[src/verilog/txnPkg.sv]
// ==========================================================================
// shared widths and limits for the outstanding-transaction tracker
// ==========================================================================

package txnPkg;

	// transaction and slave fields
	localparam int idWidth = 4;		// bits in a transaction ID
	localparam int slaveWidth = 2;		// bits in a slave number

	// thread table geometry
	localparam int numThreads = 4;		// thread slots
	localparam int threadWidth = 2;		// encodes a slot index

	// per-thread open count
	localparam int openTransMax = 3;	// most open transactions per ID
	localparam int countWidth = 2;		// must hold openTransMax

	// a full count has to fit in the count field
	localparam int countCeiling = (1 << countWidth) - 1;

endpackage

[src/verilog/completionControl.sv]
`timescale 1ns/1ps

// consumer side of the tracker
// closes one transaction per last response beat
module completionControl (
	input  logic                          sysClk,
	input  logic                          sysReset,

	// response beat from the slave side
	input  logic                          respValid,
	input  logic [txnPkg::idWidth-1:0]    respId,
	input  logic                          respLast,

	// thread table answer for respId
	input  logic                          dataValid,
	input  logic [txnPkg::slaveWidth-1:0] dataSlaveID,

	output logic [txnPkg::idWidth-1:0]    currDataTransID,
	output logic                          openTransDec,
	output logic                          doneValid,
	output logic [txnPkg::idWidth-1:0]    doneId,
	output logic [txnPkg::slaveWidth-1:0] doneSlave,
	output logic                          respError
);

	logic unknownId;	// beat for an ID with nothing open

	assign currDataTransID = respId;	// response ID is the data key

	// ======================================================================
	// decrement, nothing or error
	// ======================================================================

	assign openTransDec = respValid && respLast && dataValid;
	assign unknownId    = respValid && !dataValid;	// any beat, last or not

	always_ff @(posedge sysClk or negedge sysReset)
	begin
		if (!sysReset)
		begin
			doneValid <= 1'b0;
			respError <= 1'b0;
		end
		else
		begin
			doneValid <= openTransDec;
			respError <= unknownId;
		end
	end

	// slave sampled now, the thread may be freed at this edge
	always_ff @(posedge sysClk)
	begin
		if (openTransDec)
		begin
			doneId    <= respId;
			doneSlave <= dataSlaveID;
		end
	end

endmodule

[src/verilog/dependencyCheck.sv]
`timescale 1ns/1ps

// producer side of the tracker
// checks each request against the thread table and reports grant or reject
module dependencyCheck (
	input  logic                          sysClk,
	input  logic                          sysReset,

	// request strobe from the master
	input  logic                          reqValid,
	input  logic [txnPkg::idWidth-1:0]    reqId,
	input  logic [txnPkg::slaveWidth-1:0] reqSlave,

	// thread table answer for reqId, same cycle
	input  logic                          threadValid,	// an active thread holds reqId
	input  logic                          threadAvail,	// a free slot exists
	input  logic [txnPkg::countWidth-1:0] threadCount,	// open count of that thread
	input  logic [txnPkg::slaveWidth-1:0] threadSlaveID,	// slave of that thread

	output logic                          openTransInc,	// one cycle per accepted request
	output logic                          grantValid,
	output logic                          rejectValid,
	output logic [txnPkg::idWidth-1:0]    grantId,
	output logic [txnPkg::slaveWidth-1:0] grantSlave
);

	logic sameSlave;	// open thread already points at reqSlave
	logic belowMax;		// room for one more on that thread
	logic accept;

	// ======================================================================
	// acceptance rule
	// ======================================================================

	assign sameSlave = (threadSlaveID == reqSlave);
	assign belowMax  = (threadCount < txnPkg::countWidth'(txnPkg::openTransMax));

	// new ID needs a free slot, known ID must keep its slave and stay under the limit
	assign accept = threadValid ? (sameSlave && belowMax) : threadAvail;

	assign openTransInc = reqValid && accept;	// table sees it at the next edge

	// ======================================================================
	// result strobes, one cycle after the request
	// ======================================================================

	always_ff @(posedge sysClk or negedge sysReset)
	begin
		if (!sysReset)
		begin
			grantValid  <= 1'b0;
			rejectValid <= 1'b0;
		end
		else
		begin
			grantValid  <= openTransInc;
			rejectValid <= reqValid && !accept;
		end
	end

	// granted fields, only meaningful alongside grantValid
	always_ff @(posedge sysClk)
	begin
		if (openTransInc)
		begin
			grantId    <= reqId;
			grantSlave <= reqSlave;
		end
	end

endmodule

[src/verilog/threadTable.sv]
`timescale 1ns/1ps

// thread table between producer and consumer
// one slot per open ID with its slave and open count
module threadTable (
	input  logic                          sysClk,
	input  logic                          sysReset,

	// request side lookup
	input  logic [txnPkg::idWidth-1:0]    currTransID,
	input  logic [txnPkg::slaveWidth-1:0] currTransSlaveID,
	input  logic                          openTransInc,	// open one more on currTransID

	// response side lookup
	input  logic [txnPkg::idWidth-1:0]    currDataTransID,
	input  logic                          openTransDec,	// close one on currDataTransID

	output logic                          threadAvail,
	output logic                          threadValid,
	output logic [txnPkg::countWidth-1:0] threadCount,
	output logic [txnPkg::slaveWidth-1:0] threadSlaveID,
	output logic                          dataValid,
	output logic [txnPkg::slaveWidth-1:0] dataSlaveID
);

	// per-thread storage
	logic [txnPkg::idWidth-1:0]     threadId    [txnPkg::numThreads];
	logic [txnPkg::slaveWidth-1:0]  threadSlave [txnPkg::numThreads];
	logic [txnPkg::countWidth-1:0]  threadCnt   [txnPkg::numThreads];
	logic [txnPkg::numThreads-1:0]  activeMask;	// slot holds an open ID

	logic [txnPkg::numThreads-1:0]  matchThread;	// one-hot, request key
	logic [txnPkg::numThreads-1:0]  matchData;	// one-hot, response key
	logic [txnPkg::threadWidth-1:0] matchIdx;
	logic [txnPkg::threadWidth-1:0] dataIdx;
	logic [txnPkg::threadWidth-1:0] freeIdx;	// lowest inactive slot

	logic [txnPkg::numThreads-1:0]  allocThread;	// new ID lands here
	logic [txnPkg::numThreads-1:0]  incThread;
	logic [txnPkg::numThreads-1:0]  decThread;

	// one-hot match to slot index, at most one bit is set
	function automatic logic [txnPkg::threadWidth-1:0] hotToIndex(
		input logic [txnPkg::numThreads-1:0] oneHot
	);
		logic [txnPkg::threadWidth-1:0] idx;
		idx = '0;
		for (int k = 0; k < txnPkg::numThreads; k++)
		begin
			if (oneHot[k])
				idx = idx | txnPkg::threadWidth'(k);
		end
		return idx;
	endfunction

	// scan downward so the lowest free slot wins
	function automatic logic [txnPkg::threadWidth-1:0] findFree(
		input logic [txnPkg::numThreads-1:0] mask
	);
		logic [txnPkg::threadWidth-1:0] idx;
		idx = '0;
		for (int k = txnPkg::numThreads - 1; k >= 0; k--)
		begin
			if (!mask[k])
				idx = txnPkg::threadWidth'(k);
		end
		return idx;
	endfunction

	// ======================================================================
	// lookups, combinational
	// ======================================================================

	always_comb
	begin
		for (int i = 0; i < txnPkg::numThreads; i++)
		begin
			matchThread[i] = activeMask[i] && (threadId[i] == currTransID);
			matchData[i]   = activeMask[i] && (threadId[i] == currDataTransID);	// freed slots never answer
		end
	end

	assign matchIdx = hotToIndex(matchThread);
	assign dataIdx  = hotToIndex(matchData);
	assign freeIdx  = findFree(activeMask);

	assign threadAvail   = ~&activeMask;
	assign threadValid   = |matchThread;
	assign threadCount   = threadCnt[matchIdx];
	assign threadSlaveID = threadSlave[matchIdx];
	assign dataValid     = |matchData;
	assign dataSlaveID   = threadSlave[dataIdx];

	// per-slot update requests
	always_comb
	begin
		for (int i = 0; i < txnPkg::numThreads; i++)
		begin
			allocThread[i] = openTransInc && !threadValid && threadAvail && (freeIdx == i);
			incThread[i]   = openTransInc && matchThread[i];
			decThread[i]   = openTransDec && matchData[i];
		end
	end

	// ======================================================================
	// count and active mask
	// ======================================================================

	always_ff @(posedge sysClk or negedge sysReset)
	begin
		if (!sysReset)
		begin
			activeMask <= '0;	// every slot free
			for (int i = 0; i < txnPkg::numThreads; i++)
				threadCnt[i] <= '0;
		end
		else
		begin
			for (int i = 0; i < txnPkg::numThreads; i++)
			begin
				if (allocThread[i])
				begin
					activeMask[i] <= 1'b1;
					threadCnt[i]  <= txnPkg::countWidth'(1);
				end
				else if (incThread[i] && !decThread[i])
					threadCnt[i] <= threadCnt[i] + 1'b1;
				else if (decThread[i] && !incThread[i])
				begin
					threadCnt[i] <= threadCnt[i] - 1'b1;
					if (threadCnt[i] == txnPkg::countWidth'(1))
						activeMask[i] <= 1'b0;	// last one out frees the slot
				end
				// inc and dec on one slot cancel out
			end
		end
	end

	// ID and slave written once per allocation
	always_ff @(posedge sysClk)
	begin
		for (int i = 0; i < txnPkg::numThreads; i++)
		begin
			if (allocThread[i])
			begin
				threadId[i]    <= currTransID;
				threadSlave[i] <= currTransSlaveID;
			end
		end
	end

endmodule

[src/verilog/txnTracker.sv]
`timescale 1ns/1ps

// outstanding-transaction tracker for one master port
// producer, thread table and consumer wired together
module txnTracker (
	input  logic                          sysClk,
	input  logic                          sysReset,

	// request side
	input  logic                          reqValid,
	input  logic [txnPkg::idWidth-1:0]    reqId,
	input  logic [txnPkg::slaveWidth-1:0] reqSlave,

	// response side
	input  logic                          respValid,
	input  logic [txnPkg::idWidth-1:0]    respId,
	input  logic                          respLast,

	output logic                          grantValid,
	output logic [txnPkg::idWidth-1:0]    grantId,
	output logic [txnPkg::slaveWidth-1:0] grantSlave,
	output logic                          rejectValid,
	output logic                          doneValid,
	output logic [txnPkg::idWidth-1:0]    doneId,
	output logic [txnPkg::slaveWidth-1:0] doneSlave,
	output logic                          respError
);

	// ======================================================================
	// producer to table
	// ======================================================================

	logic                          threadValid;
	logic                          threadAvail;
	logic [txnPkg::countWidth-1:0] threadCount;
	logic [txnPkg::slaveWidth-1:0] threadSlaveID;
	logic                          openTransInc;

	// ======================================================================
	// consumer to table
	// ======================================================================

	logic [txnPkg::idWidth-1:0]    currDataTransID;
	logic                          openTransDec;
	logic                          dataValid;
	logic [txnPkg::slaveWidth-1:0] dataSlaveID;

	dependencyCheck i_dependencyCheck (
		.sysClk        (sysClk),
		.sysReset      (sysReset),
		.reqValid      (reqValid),
		.reqId         (reqId),
		.reqSlave      (reqSlave),
		.threadValid   (threadValid),
		.threadAvail   (threadAvail),
		.threadCount   (threadCount),
		.threadSlaveID (threadSlaveID),
		.openTransInc  (openTransInc),
		.grantValid    (grantValid),
		.rejectValid   (rejectValid),
		.grantId       (grantId),
		.grantSlave    (grantSlave)
	);

	// request fields go straight in as lookup keys
	threadTable i_threadTable (
		.sysClk           (sysClk),
		.sysReset         (sysReset),
		.currTransID      (reqId),
		.currTransSlaveID (reqSlave),
		.openTransInc     (openTransInc),
		.currDataTransID  (currDataTransID),
		.openTransDec     (openTransDec),
		.threadAvail      (threadAvail),
		.threadValid      (threadValid),
		.threadCount      (threadCount),
		.threadSlaveID    (threadSlaveID),
		.dataValid        (dataValid),
		.dataSlaveID      (dataSlaveID)
	);

	completionControl i_completionControl (
		.sysClk          (sysClk),
		.sysReset        (sysReset),
		.respValid       (respValid),
		.respId          (respId),
		.respLast        (respLast),
		.dataValid       (dataValid),
		.dataSlaveID     (dataSlaveID),
		.currDataTransID (currDataTransID),
		.openTransDec    (openTransDec),
		.doneValid       (doneValid),
		.doneId          (doneId),
		.doneSlave       (doneSlave),
		.respError       (respError)
	);

endmodule
[config.mk]
export PLATFORM = sky130hd
export DESIGN_NAME = txnTracker
export DESIGN_NICKNAME = d
export VERILOG_FILES = /design/src/verilog/txnPkg.sv /design/src/verilog/completionControl.sv /design/src/verilog/dependencyCheck.sv /design/src/verilog/threadTable.sv /design/src/verilog/txnTracker.sv
export SDC_FILE = /design/constraint.sdc
export NUM_CORES = 1
export LEC_CHECK = 0
export ABC_AREA = 1
export BUFFER_PORTS_ARGS = -buffer_cell sky130_fd_sc_hd__buf_2
export CORE_UTILIZATION = 60
export DETAILED_ROUTE_END_ITERATION = 8
export PLACE_DENSITY_LB_ADDON = 0.05
export SYNTH_ARGS = -nofsm -noshare
export SYNTH_HDL_FRONTEND = slang
export SYNTH_SLANG_ARGS = --single-unit
[constraint.sdc]
create_clock -name sysClk -period 5.1 [get_ports sysClk]
set_input_delay 0.51 -clock sysClk [delete_from_list [all_inputs] [get_ports sysClk]]
set_output_delay 0.51 -clock sysClk [all_outputs]
set_load 0.02 [all_outputs]
# --- Yosys cells after proc, flatten, opt, wreduce, memory -nomap -nowiden ---
# Memories as Yosys holds them, arrays and structs flattened. A register that Yosys moved wholly into a read port is not among the register bits.
# Index checks and enable logic that the tools add are counted.
classes:
  muxes: 68
  n_addsub: 8
  n_eq_ne: 20
  n_bitwise: 1
  order_cmp: 2
  reduce_logical: 74
ops:
  columns: ["operator", "count"]
  rows:
  - ["2-bit 2-to-1 mux", 31]
  - ["1-bit logical AND", 36]
  - ["1-bit 2-to-1 mux", 33]
  - ["4-bit equality test", 8]
  - ["4-bit OR reduction", 5]
  - ["2-bit nonzero test", 8]
  - ["1-bit zero test", 12]
  - ["4-bit 2-to-1 mux", 3]
  - ["3-bit AND reduction", 4]
  - ["3-bit nonzero test", 4]
  - ["2-bit by 1-bit equality test with 1-bit output (second input constant)", 5]
  - ["2-bit by 1-bit adder with 2-bit output (second input constant)", 4]
  - ["2-bit by 1-bit inequality test with 1-bit output (second input constant)", 4]
  - ["2-bit by 1-bit subtractor with 2-bit output (second input constant)", 4]
  - ["2-bit OR reduction", 3]
  - ["2-bit binary-select mux with 2-bit select", 1]
  - ["2-bit equality test (second input constant)", 2]
  - ["4-bit AND reduction", 1]
  - ["3-bit >= comparator (second input constant)", 1]
  - ["2-bit inverter with 3-bit output", 1]
  - ["2-bit equality test", 1]
  - ["2-bit zero test", 1]
  - ["2-bit < comparator (second input constant)", 1]
totals:
  memories: 2
  elab_cells: 190
  mem_bits_rw: 24
  in_bits: 15
  reg_bits: 26
  out_inout_bits: 16
mem_list:
  columns: ["name", "words", "width", "read_ports", "rd_clocked_by_memory_dff", "wr", "line", "source"]
  rows:
  - ["i_threadTable.threadId", 4, 4, 4, 0, 1, "threadTable.sv:27", "logic [txnPkg::idWidth-1:0] threadId [txnPkg::numThreads];"]
  - ["i_threadTable.threadSlave", 4, 2, 2, 1, 1, "threadTable.sv:28", "logic [txnPkg::slaveWidth-1:0] threadSlave [txnPkg::numThreads];"]

# --- Depth between registers and ports, before layout ---
# Gate-level depths: netlist (run 1).
# An unclocked memory read counts as a cell.
logic_depth:
  ltp_word: 23
  depth_mapped: 23
  mapped_depth_nobuf: 22

# --- By module ---
# A second synthesis (run 1) with hierarchy kept.
unflattened:
  cells_unflattened: 354
  hier_area_um2: 3095.5
modules_own_cells:
  columns: ["mod", "area_each_um2", "instances", "seq_area_each_um2", "cells_each"]
  rows:
  - ["threadTable", 2497.4, 1, 1021.0, 311]
  - ["dependencyCheck", 316.6, 1, 230.2, 26]
  - ["completionControl", 281.5, 1, 230.2, 17]

# --- Least setup slack after synthesis (run 1) ---
# No wires, ideal clock.
synth_path:
  path_type: "input -> register"
  from: "input reqId[2] in the netlist's numbering"
  to: "register i_threadTable.threadCnt[1] in the netlist's numbering"
  t_required_ns: 5.037
  arrival_ns: 2.364
  cell_stages: 19
  n_path_buf: 1
  slack_ns: 2.673
  setup_time_ns: 0.063
  cell_sequence: "buf_4 xnor2_1 nand3_4 nand2_4 nand2_2 nand2_1 nand2_1 nand3_1 nand2_1 nor2_1 nand2_1 nand2_4 nand3b_1 ha_1 a21oi_1 o21ai_0 nand2_1 nand2_1 inv_1"
synth_between:
  elab_chain_len: 17
  elab_cells_between_ends: 33
  cone_classes: "1 x order compare; 5 x eq/ne; 9 x mux; 1 x bitwise; 16 x reduce/logical; 1 x memory"
synth_lines:
  columns: ["item", "line", "source"]
  rows:
  - ["from (decl)", "txnTracker.sv:11", "input logic [txnPkg::idWidth-1:0] reqId,"]
  - ["4-bit equality test", "threadTable.sv:78", "matchThread[i] = activeMask[i] && (threadId[i] == currTransID);"]
  - ["1-bit logical AND", "threadTable.sv:78", null]
  - ["1-bit 2-to-1 mux", "threadTable.sv:50", "if (oneHot[k])"]
  - ["2-bit 2-to-1 mux (2 in series)", "threadTable.sv:50", null]
  - ["2-bit inverter with 3-bit output (not written as such)", "threadTable.sv:89", "assign threadCount = threadCnt[matchIdx];"]
  - ["2-bit binary-select mux with 2-bit select", "threadTable.sv:89", null]
  - ["2-bit 2-to-1 mux (not written as such) (2 in series)", "threadTable.sv:89", null]
  - ["2-bit < comparator", "dependencyCheck.sv:36", "assign belowMax = (threadCount < txnPkg::countWidth'(txnPkg::openTransMax));"]
  - ["1-bit logical AND", "dependencyCheck.sv:39", "assign accept = threadValid ? (sameSlave && belowMax) : threadAvail;"]
  - ["1-bit 2-to-1 mux", "dependencyCheck.sv:39", null]
  - ["1-bit logical AND", "dependencyCheck.sv:41", "assign openTransInc = reqValid && accept;"]
  - ["1-bit logical AND (on tied branches)", "threadTable.sv:100, threadTable.sv:99", null]
  - ["1-bit logical AND, or another cell as far along", "threadTable.sv:126", "else if (incThread[i] && !decThread[i])"]
  - ["2-bit 2-to-1 mux, or another cell as far along", "threadTable.sv:126", null]
  - ["2-bit 2-to-1 mux / 3-bit nonzero test (equally long branches)", null, null]
  - ["to (signal, indexed assignment)", "threadTable.sv:124", "threadCnt[i] <= txnPkg::countWidth'(1);"]
  - ["to (signal, indexed assignment)", "threadTable.sv:127", "threadCnt[i] <= threadCnt[i] + 1'b1;"]
  - ["to (signal, indexed assignment)", "threadTable.sv:130", "threadCnt[i] <= threadCnt[i] - 1'b1;"]
  - ["to (decl)", "threadTable.sv:29", "logic [txnPkg::countWidth-1:0] threadCnt [txnPkg::numThreads];"]
# Several ways; a longest one is shown, not always the timed one. The select of a mux whose other input is x is not followed.
# A chain may end at the register's enable or synchronous reset.

==> flow_summary.yaml, run 1 <==
status:
  outcome: "finished with violations"
  violations: "DRC"
timing:
  clock_skew_ns: 0.0129
  maxClockFrequency_mhz: 388
  rsz0062_at_grt: "false"
  setup_viol_count_final: 0
  maxSlewHeadroom_pct: 58.6
  timing.hold.ws_ns: 0.107
  final_max_slew_viol_count: 0
  post-route-min-period_ns: 2.58
  final.setup.tns_ns: 0
  worst_pin_slew_ns: 0.616
  fin_crit_sh_pct: 50.5
  setup_ws_ns: 2.52
  finalHoldViolCount: 0
yosys:
  syn-num-nets: 335
  synth.top_cell.area_share_pct: 37.6
  ys_types: 31
  syn_inst: 308
  ys_top_cells_by_area: "edfxtp_1 (38%), dfrtp_1 (14%), nand2_1 (8.4%)"
  synth_area_leader_cell: "edfxtp_1"
  async_reset_ff_share_pct: 30.8
  synth_area_um2: 2880
  ys_seq_area_share_pct: 51.5
  synth_edf_count: 36
  yosysWarnings: 0
  avgSynthCellArea_um2: 9.34
  synth-main-ff-cell: "edfxtp_1"
  ys_ff_latch: 52
worst_setup_path:
  timing.rr.start: "i_threadTable.threadId[3][2]$_DFFE_PP_"
  crit_arrival_ns: 2.82
  required_ns: 5.35
  worstRegToRegCells: 14
  cpMostUsedCell: "nand2_1"
  cpMaxStageDelayCell: "edfxtp_1"
  r2r_slack_ns: 2.52
  path_class: "flop to flop"
  cp-start-kind: "flop"
  r2r-end: "i_threadTable.threadCnt[5]$_DFFE_PN0P_"
  critPathMaxStageDelay_ns: 0.45
  end_kind: "flop"
  crit_chain: "xnor2_1, o211a_1, o2111ai_1, nand2_1, inv_1, nand3_1, nand3_1, nor2_1, ha_1, a21oi_1, o21ai_0, nand2_1, nand2_1, inv_1"
  cp_max_fo: 7
die:
  die_area_um2: 5070
  fp.dieH_um: 71.2
  coreArea_um2: 4470
  fp.dieW_um: 71.2
  pin_count: 31
  core.rowCount: 24
  start_util_pct: 64.3
global_route:
  busiest_layer: "met2"
  use_met2_pct: 40.0
  grt_max_degree: 19
  antenna_found_initial: 0
  grt_pass1_wl_mm: 10.1
  grt-ovfl-total: 0
  first_global_vias: 2089
  grt_use_met3_pct: 3.66
  use_met1_pct: 39.7
  track_usage_pct: 26.1
clocking:
  post-cts-setup-buffers: 0
  cts_max_level: 2
  cts_max_path_buffers: 2
  clock_latency_ns: 0.31
  ctsResizeCount: 0
  cts_root_buf: "clkbuf_8"
  cts_tree: "built"
  cts.sinks: 52
  cts_made_buffers: 5
  cts_hold_buffers: 0
  clk_pin_slew_ns: 0.10
place:
  placed_cell_area_um2: 3080
  place_congestion: 0.955
  preCtsSetupSlack_ns: 2.30
  dpl.hpwl_mm: 4.53
  io_buffers: 30
  dp_cells: 388
final_layout:
  diodes: 0
  syn2layout_area_growth_pct: 10.4
  fillers: 358
  fin_area_um2: 3170
  register_area_um2: 1480
  utilization_pct: 70.9
  nNetsFinal: 370
  multi_input_area_um2: 1180
  fin_cells: 396
  layout-drive-gt1-share_pct: 19.2
pwr:
  p_leak_nw: 1.47
  powerDensity_nw_per_um2: 416
  finalPower_mw: 1.32
  ir_drop_mv: 0.260
routing:
  wl_per_cell_um: 14.7
  drt-total-wl_mm: 5.82
  first_pass_iters: 6
  drtIter0Drc: 189
  vias: 2130
  ant_nets: 0
  drc: 2
  viasPerCell: 5.38
hold_path:
  hp-class: "input pin to asynchronous set/reset pin"
flow_run:
  maxCapViolCount: 0
-- sequential cells by signal, indices dropped and copies added, names as in the netlist, 2 cells and up --
signal,flops
i_completionControl.doneId,4
i_completionControl.doneSlave,2
i_dependencyCheck.grantId,4
i_dependencyCheck.grantSlave,2
i_threadTable.activeMask,4
i_threadTable.threadCnt,8
i_threadTable.threadId,16
i_threadTable.threadSlave,8
-- final cells by class --
class	count	share of cell area (%)
Clock buffer	5	2.17
Clock inverter	3	0.828
Inverter	54	6.39
Multi-Input combinational cell	200	37.1
Sequential cell	52	46.7
Timing Repair Buffer	30	4.73
Tap cell	52	2.05
-- logic make-up after synthesis --
family / synth area share, %
AND/OR/NAND/NOR: 23.8
XOR/XNOR: 4.22
buffers and inverters: 7.48
flip-flops: 51.5
AO/OA/AOI/OAI: 7.75
adder cells (fa/ha/maj): 5.22
-- power breakdown --
group,total [mW],leakage [nW],internal [mW],switching [mW]
logic,0.454,0.902,0.153,0.301
clock network,0.243,0.0491,0.101,0.142
registers,0.623,0.514,0.553,0.0709
-- critical path, delay by kind of cell, from the launching register on --
family	cells	cell delay [ns]
buf+inv	2	0.18
simple gates	6	0.85
fa+ha+maj	1	0.31
compound gates	4	0.53
flops	1	0.45
xor+xnor	1	0.18
-- cell usage in the layout, fill, tap and decap left out, types with 4 or more instances in the layout --
| cell type | count |
|---|---|
| a21oi_1 | 14 |
| buf_2 | 30 |
| clkbuf_8 | 5 |
| dfrtp_1 | 16 |
| edfxtp_1 | 36 |
| ha_1 | 12 |
| inv_1 | 47 |
| inv_2 | 7 |
| nand2_1 | 64 |
| nand2_2 | 4 |
| nand2_4 | 4 |
| nand3_1 | 20 |
| nand3b_1 | 6 |
| nor2_1 | 23 |
| nor2_2 | 6 |
| o21ai_0 | 14 |
| o22ai_1 | 4 |
| xnor2_1 | 6 |
| xor2_1 | 6 |
-- synthesized netlist by cell type, types with 2 or more instances --
cell,n
a21oi_1,14
a221oi_1,2
dfrtp_1,16
edfxtp_1,36
ha_1,12
inv_1,47
inv_2,7
nand2_1,64
nand2_2,4
nand2_4,4
nand3_1,20
nand3_4,2
nand3b_1,6
nor2_1,23
nor2_2,6
nor2_4,2
nor3_1,2
o2111ai_1,2
o21ai_0,14
o22ai_1,4
xnor2_1,6
xor2_1,6
-- worst max-delay path by stage --
stage,endpoint,start
floorplan,i_threadTable.threadCnt[1]$_DFFE_PN0P_,reqId[2]
global placement,i_threadTable.threadCnt[7]$_DFFE_PN0P_,reqId[3]
detailed placement,i_threadTable.threadCnt[1]$_DFFE_PN0P_,reqId[3]
CTS,i_threadTable.threadCnt[5]$_DFFE_PN0P_,i_threadTable.threadId[3][2]$_DFFE_PP_
global route,i_threadTable.threadCnt[1]$_DFFE_PN0P_,i_threadTable.threadId[1][3]$_DFFE_PP_
finish,i_threadTable.threadCnt[5]$_DFFE_PN0P_,i_threadTable.threadId[3][2]$_DFFE_PP_
-- routing by layer --
metal | wire length (um) | up-vias
met1 | 2830 | 970
met5 | 0 | -
met3 | 342 | 9
met2 | 2560 | 73
met4 | 76 | 0
li1 | - | 1078
Power figures use the tool's default switching activity.
==> inputs of run 2 (changes only) <==
--- a/config.mk
+++ b/config.mk
@@ -7,7 +7,7 @@
 export LEC_CHECK = 0
 export ABC_AREA = 1
 export BUFFER_PORTS_ARGS = -buffer_cell sky130_fd_sc_hd__buf_2
-export CORE_UTILIZATION = 60
+export CORE_UTILIZATION = 53
 export DETAILED_ROUTE_END_ITERATION = 8
 export PLACE_DENSITY_LB_ADDON = 0.05
 export SYNTH_ARGS = -nofsm -noshare
==> constraint.sdc (replaced) <==
create_clock -name sysClk -period 2.18 [get_ports sysClk]
set_input_delay 0.218 -clock sysClk [delete_from_list [all_inputs] [get_ports sysClk]]
set_output_delay 0.218 -clock sysClk [all_outputs]
set_load 0.02 [all_outputs]
==> run 2 against run 1 <==
Net effect: the run ends with setup timing left; sequential power is 130% higher; clock-buffer cell count stayed put; final cell count is 22% higher; die area is 13% higher; sequential cell count stayed put; sequential share of layout area is 10 points lower; critical path depth is 5 higher; non-clock buffer count is 69 higher; combinational power grew to 3.7 times the previous value; via count is 21% higher; clock power is 140% higher; maximum frequency is 0.71% higher; highest routed layer unchanged.
==> flow_summary.yaml, run 2 (synthesis results as in run 1) <==
timing:
  worst_pin_slew_ns: 0.373
  rsz0062_at_grt: "true"
  clock_skew_ns: 0.00887
  final.setup.tns_ns: -6.36
  post-route-min-period_ns: 2.56
  maxClockFrequency_mhz: 391
  setup_ws_ns: -0.379
  setup_viol_count_final: 43
  fin_crit_sh_pct: 117
  final_max_slew_viol_count: 0
  timing.hold.ws_ns: 0.101
  finalHoldViolCount: 0
  maxSlewHeadroom_pct: 75.1
clocking:
  clk_pin_slew_ns: 0.10
  cts_made_buffers: 5
  clock_latency_ns: 0.32
  cts_tree: "built"
  cts_root_buf: "clkbuf_8"
  cts_max_level: 2
  cts_max_path_buffers: 2
  cts.sinks: 52
final_layout:
  layout-drive-gt1-share_pct: 48.4
  layout_commonest_cell: "buf_4"
  register_area_um2: 1480
  nNetsFinal: 439
  diodes: 0
  syn2layout_area_growth_pct: 41.5
  multi_input_area_um2: 1500
  top_register: "i_threadTable.threadId"
  final_cell_mix: "buf_4 (63), nand2_1 (48), inv_1 (38), edfxtp_1 (36), buf_2 (30)"
  fin_area_um2: 4070
  largestRegisters: "i_threadTable.threadId (16), i_threadTable.threadCnt (8), i_threadTable.threadSlave (8)"
  largest_reg_flops: 16
  utilization_pct: 78.7
  fillers: 329
worst_setup_path:
  crit_arrival_ns: 2.82
  cp_max_fo: 7
  path_class: "flop to flop"
  cp-start-kind: "flop"
  required_ns: 2.44
  end_kind: "flop"
global_route:
  antenna_found_initial: 0
  grt-ovfl-total: 0
  grt_pass1_wl_mm: 11.1
  grt_max_degree: 19
  first_global_vias: 2355
  track_usage_pct: 27.2
flow_run:
  maxCapViolCount: 0
place:
  place_congestion: 0.971
  dpl.hpwl_mm: 5.14
  placed_cell_area_um2: 3450
  preCtsSetupSlack_ns: -0.229
  io_buffers: 30
status:
  violations: "setup timing"
  outcome: "finished with violations"
die:
  core.rowCount: 26
  pin_count: 31
  coreArea_um2: 5170
  die_area_um2: 5720
  fp.dieW_um: 75.7
  fp.dieH_um: 75.7
  start_util_pct: 55.6
hold_path:
  hp-class: "input pin to flop"
pwr:
  powerDensity_nw_per_um2: 908
  ir_drop_mv: 0.571
  p_leak_nw: 1.82
routing:
  wl_per_cell_um: 16.5
  ant_nets: 0
  first_pass_iters: 5
  drtIter0Drc: 163
  vias: 2576
  drc: 0
  drt-total-wl_mm: 7.97
  viasPerCell: 5.33
-- run 2: cell types whose count changed in the layout (fill, tap and decap cells not counted), sizes merged --
| cell | before | now |
|---|---|---|
| inv | 56 | 55 |
| buf | 30 | 98 |
| clkinvlp | 0 | 1 |
| dlygate4sd3 | 0 | 1 |
-- run 2: cell type report --
type,instances,area share (%)
clock buffer,5,1.69
clock inverter,3,0.646
inverter,54,5.38
multi-input combinational,200,36.8
sequential,52,36.4
tap,70,2.15
timing repair buffer,99,16.9
-- run 2: where the power goes --
part           internal [mW]  leakage [nW]  switching (mW)
Sequential              1.29         0.514           0.150
Combinational          0.683          1.26           0.988
Clock                  0.237        0.0491           0.344
-- run 2: what timing repair did --
action                                  in CTS  in global routing
hold buffers                                 1                  0
setup buffers                               10                 16
endpoints found under the setup margin      18                 51
endpoints found under the hold margin       16                  0
pin swaps                                   20                 26
resized for setup                           42                 56
-- run 2: worst max-delay path, stage by stage (launching register included) --
cell and delay (ns):
edfxtp_1 0.47, nor2_2 0.21, nor2_4 0.07, nand3_4 0.14, nand2_4 0.09, buf_4 0.15
inv_4 0.05, nand3_1 0.08, nand2_1 0.09, nand2_1 0.07, nor2_2 0.09, nand2_2 0.07
nand2_4 0.12, nand3b_1 0.15, ha_4 0.29, a21oi_2 0.11, o21ai_1 0.07, nand2_1 0.07
nand2_1 0.06, inv_1 0.06
-- run 2: metrics by stage --
| step | total power, mW | cells |
|---|---|---|
| finish | 3.69 | 483 |
| floorplan | 2.23 | 308 |
| detailed placement | 2.77 | 452 |
| global route | 3.90 | 483 |
| CTS | 3.45 | 471 |
| global placement | 2.74 | 452 |
-- run 2: worst paths after layout --
path,start,end,slack (ns),depth (start not counted)
hold reg to reg,i_threadTable.threadCnt[6]$_DFFE_PN0P_,i_threadTable.threadCnt[6]$_DFFE_PN0P_,0.56,2
hold / removal,respId[3],i_completionControl.doneId[3]$_DFFE_PP_,0.10,1
setup reg to reg,i_threadTable.threadId[3][3]$_DFFE_PP_,i_threadTable.threadCnt[1]$_DFFE_PN0P_,-0.38,19
max in group asynchronous,sysReset,i_threadTable.threadCnt[2]$_DFFE_PN0P_,1.57,2
setup / recovery,i_threadTable.threadId[3][3]$_DFFE_PP_,i_threadTable.threadCnt[1]$_DFFE_PN0P_,-0.38,19
min in group asynchronous,sysReset,i_completionControl.doneValid$_DFF_PN0_,0.34,2
-- run 2: per-layer routing --
layer	GRT usage (%)	vias up	wire length [um]	part of all wire, %
met5	0	-	0	0
met4	12.6	0	259	3.2
met3	3.57	31	415	5.2
met2	44.0	121	3980	50
met1	36.4	1208	3320	42
li1	-	1216	-	-
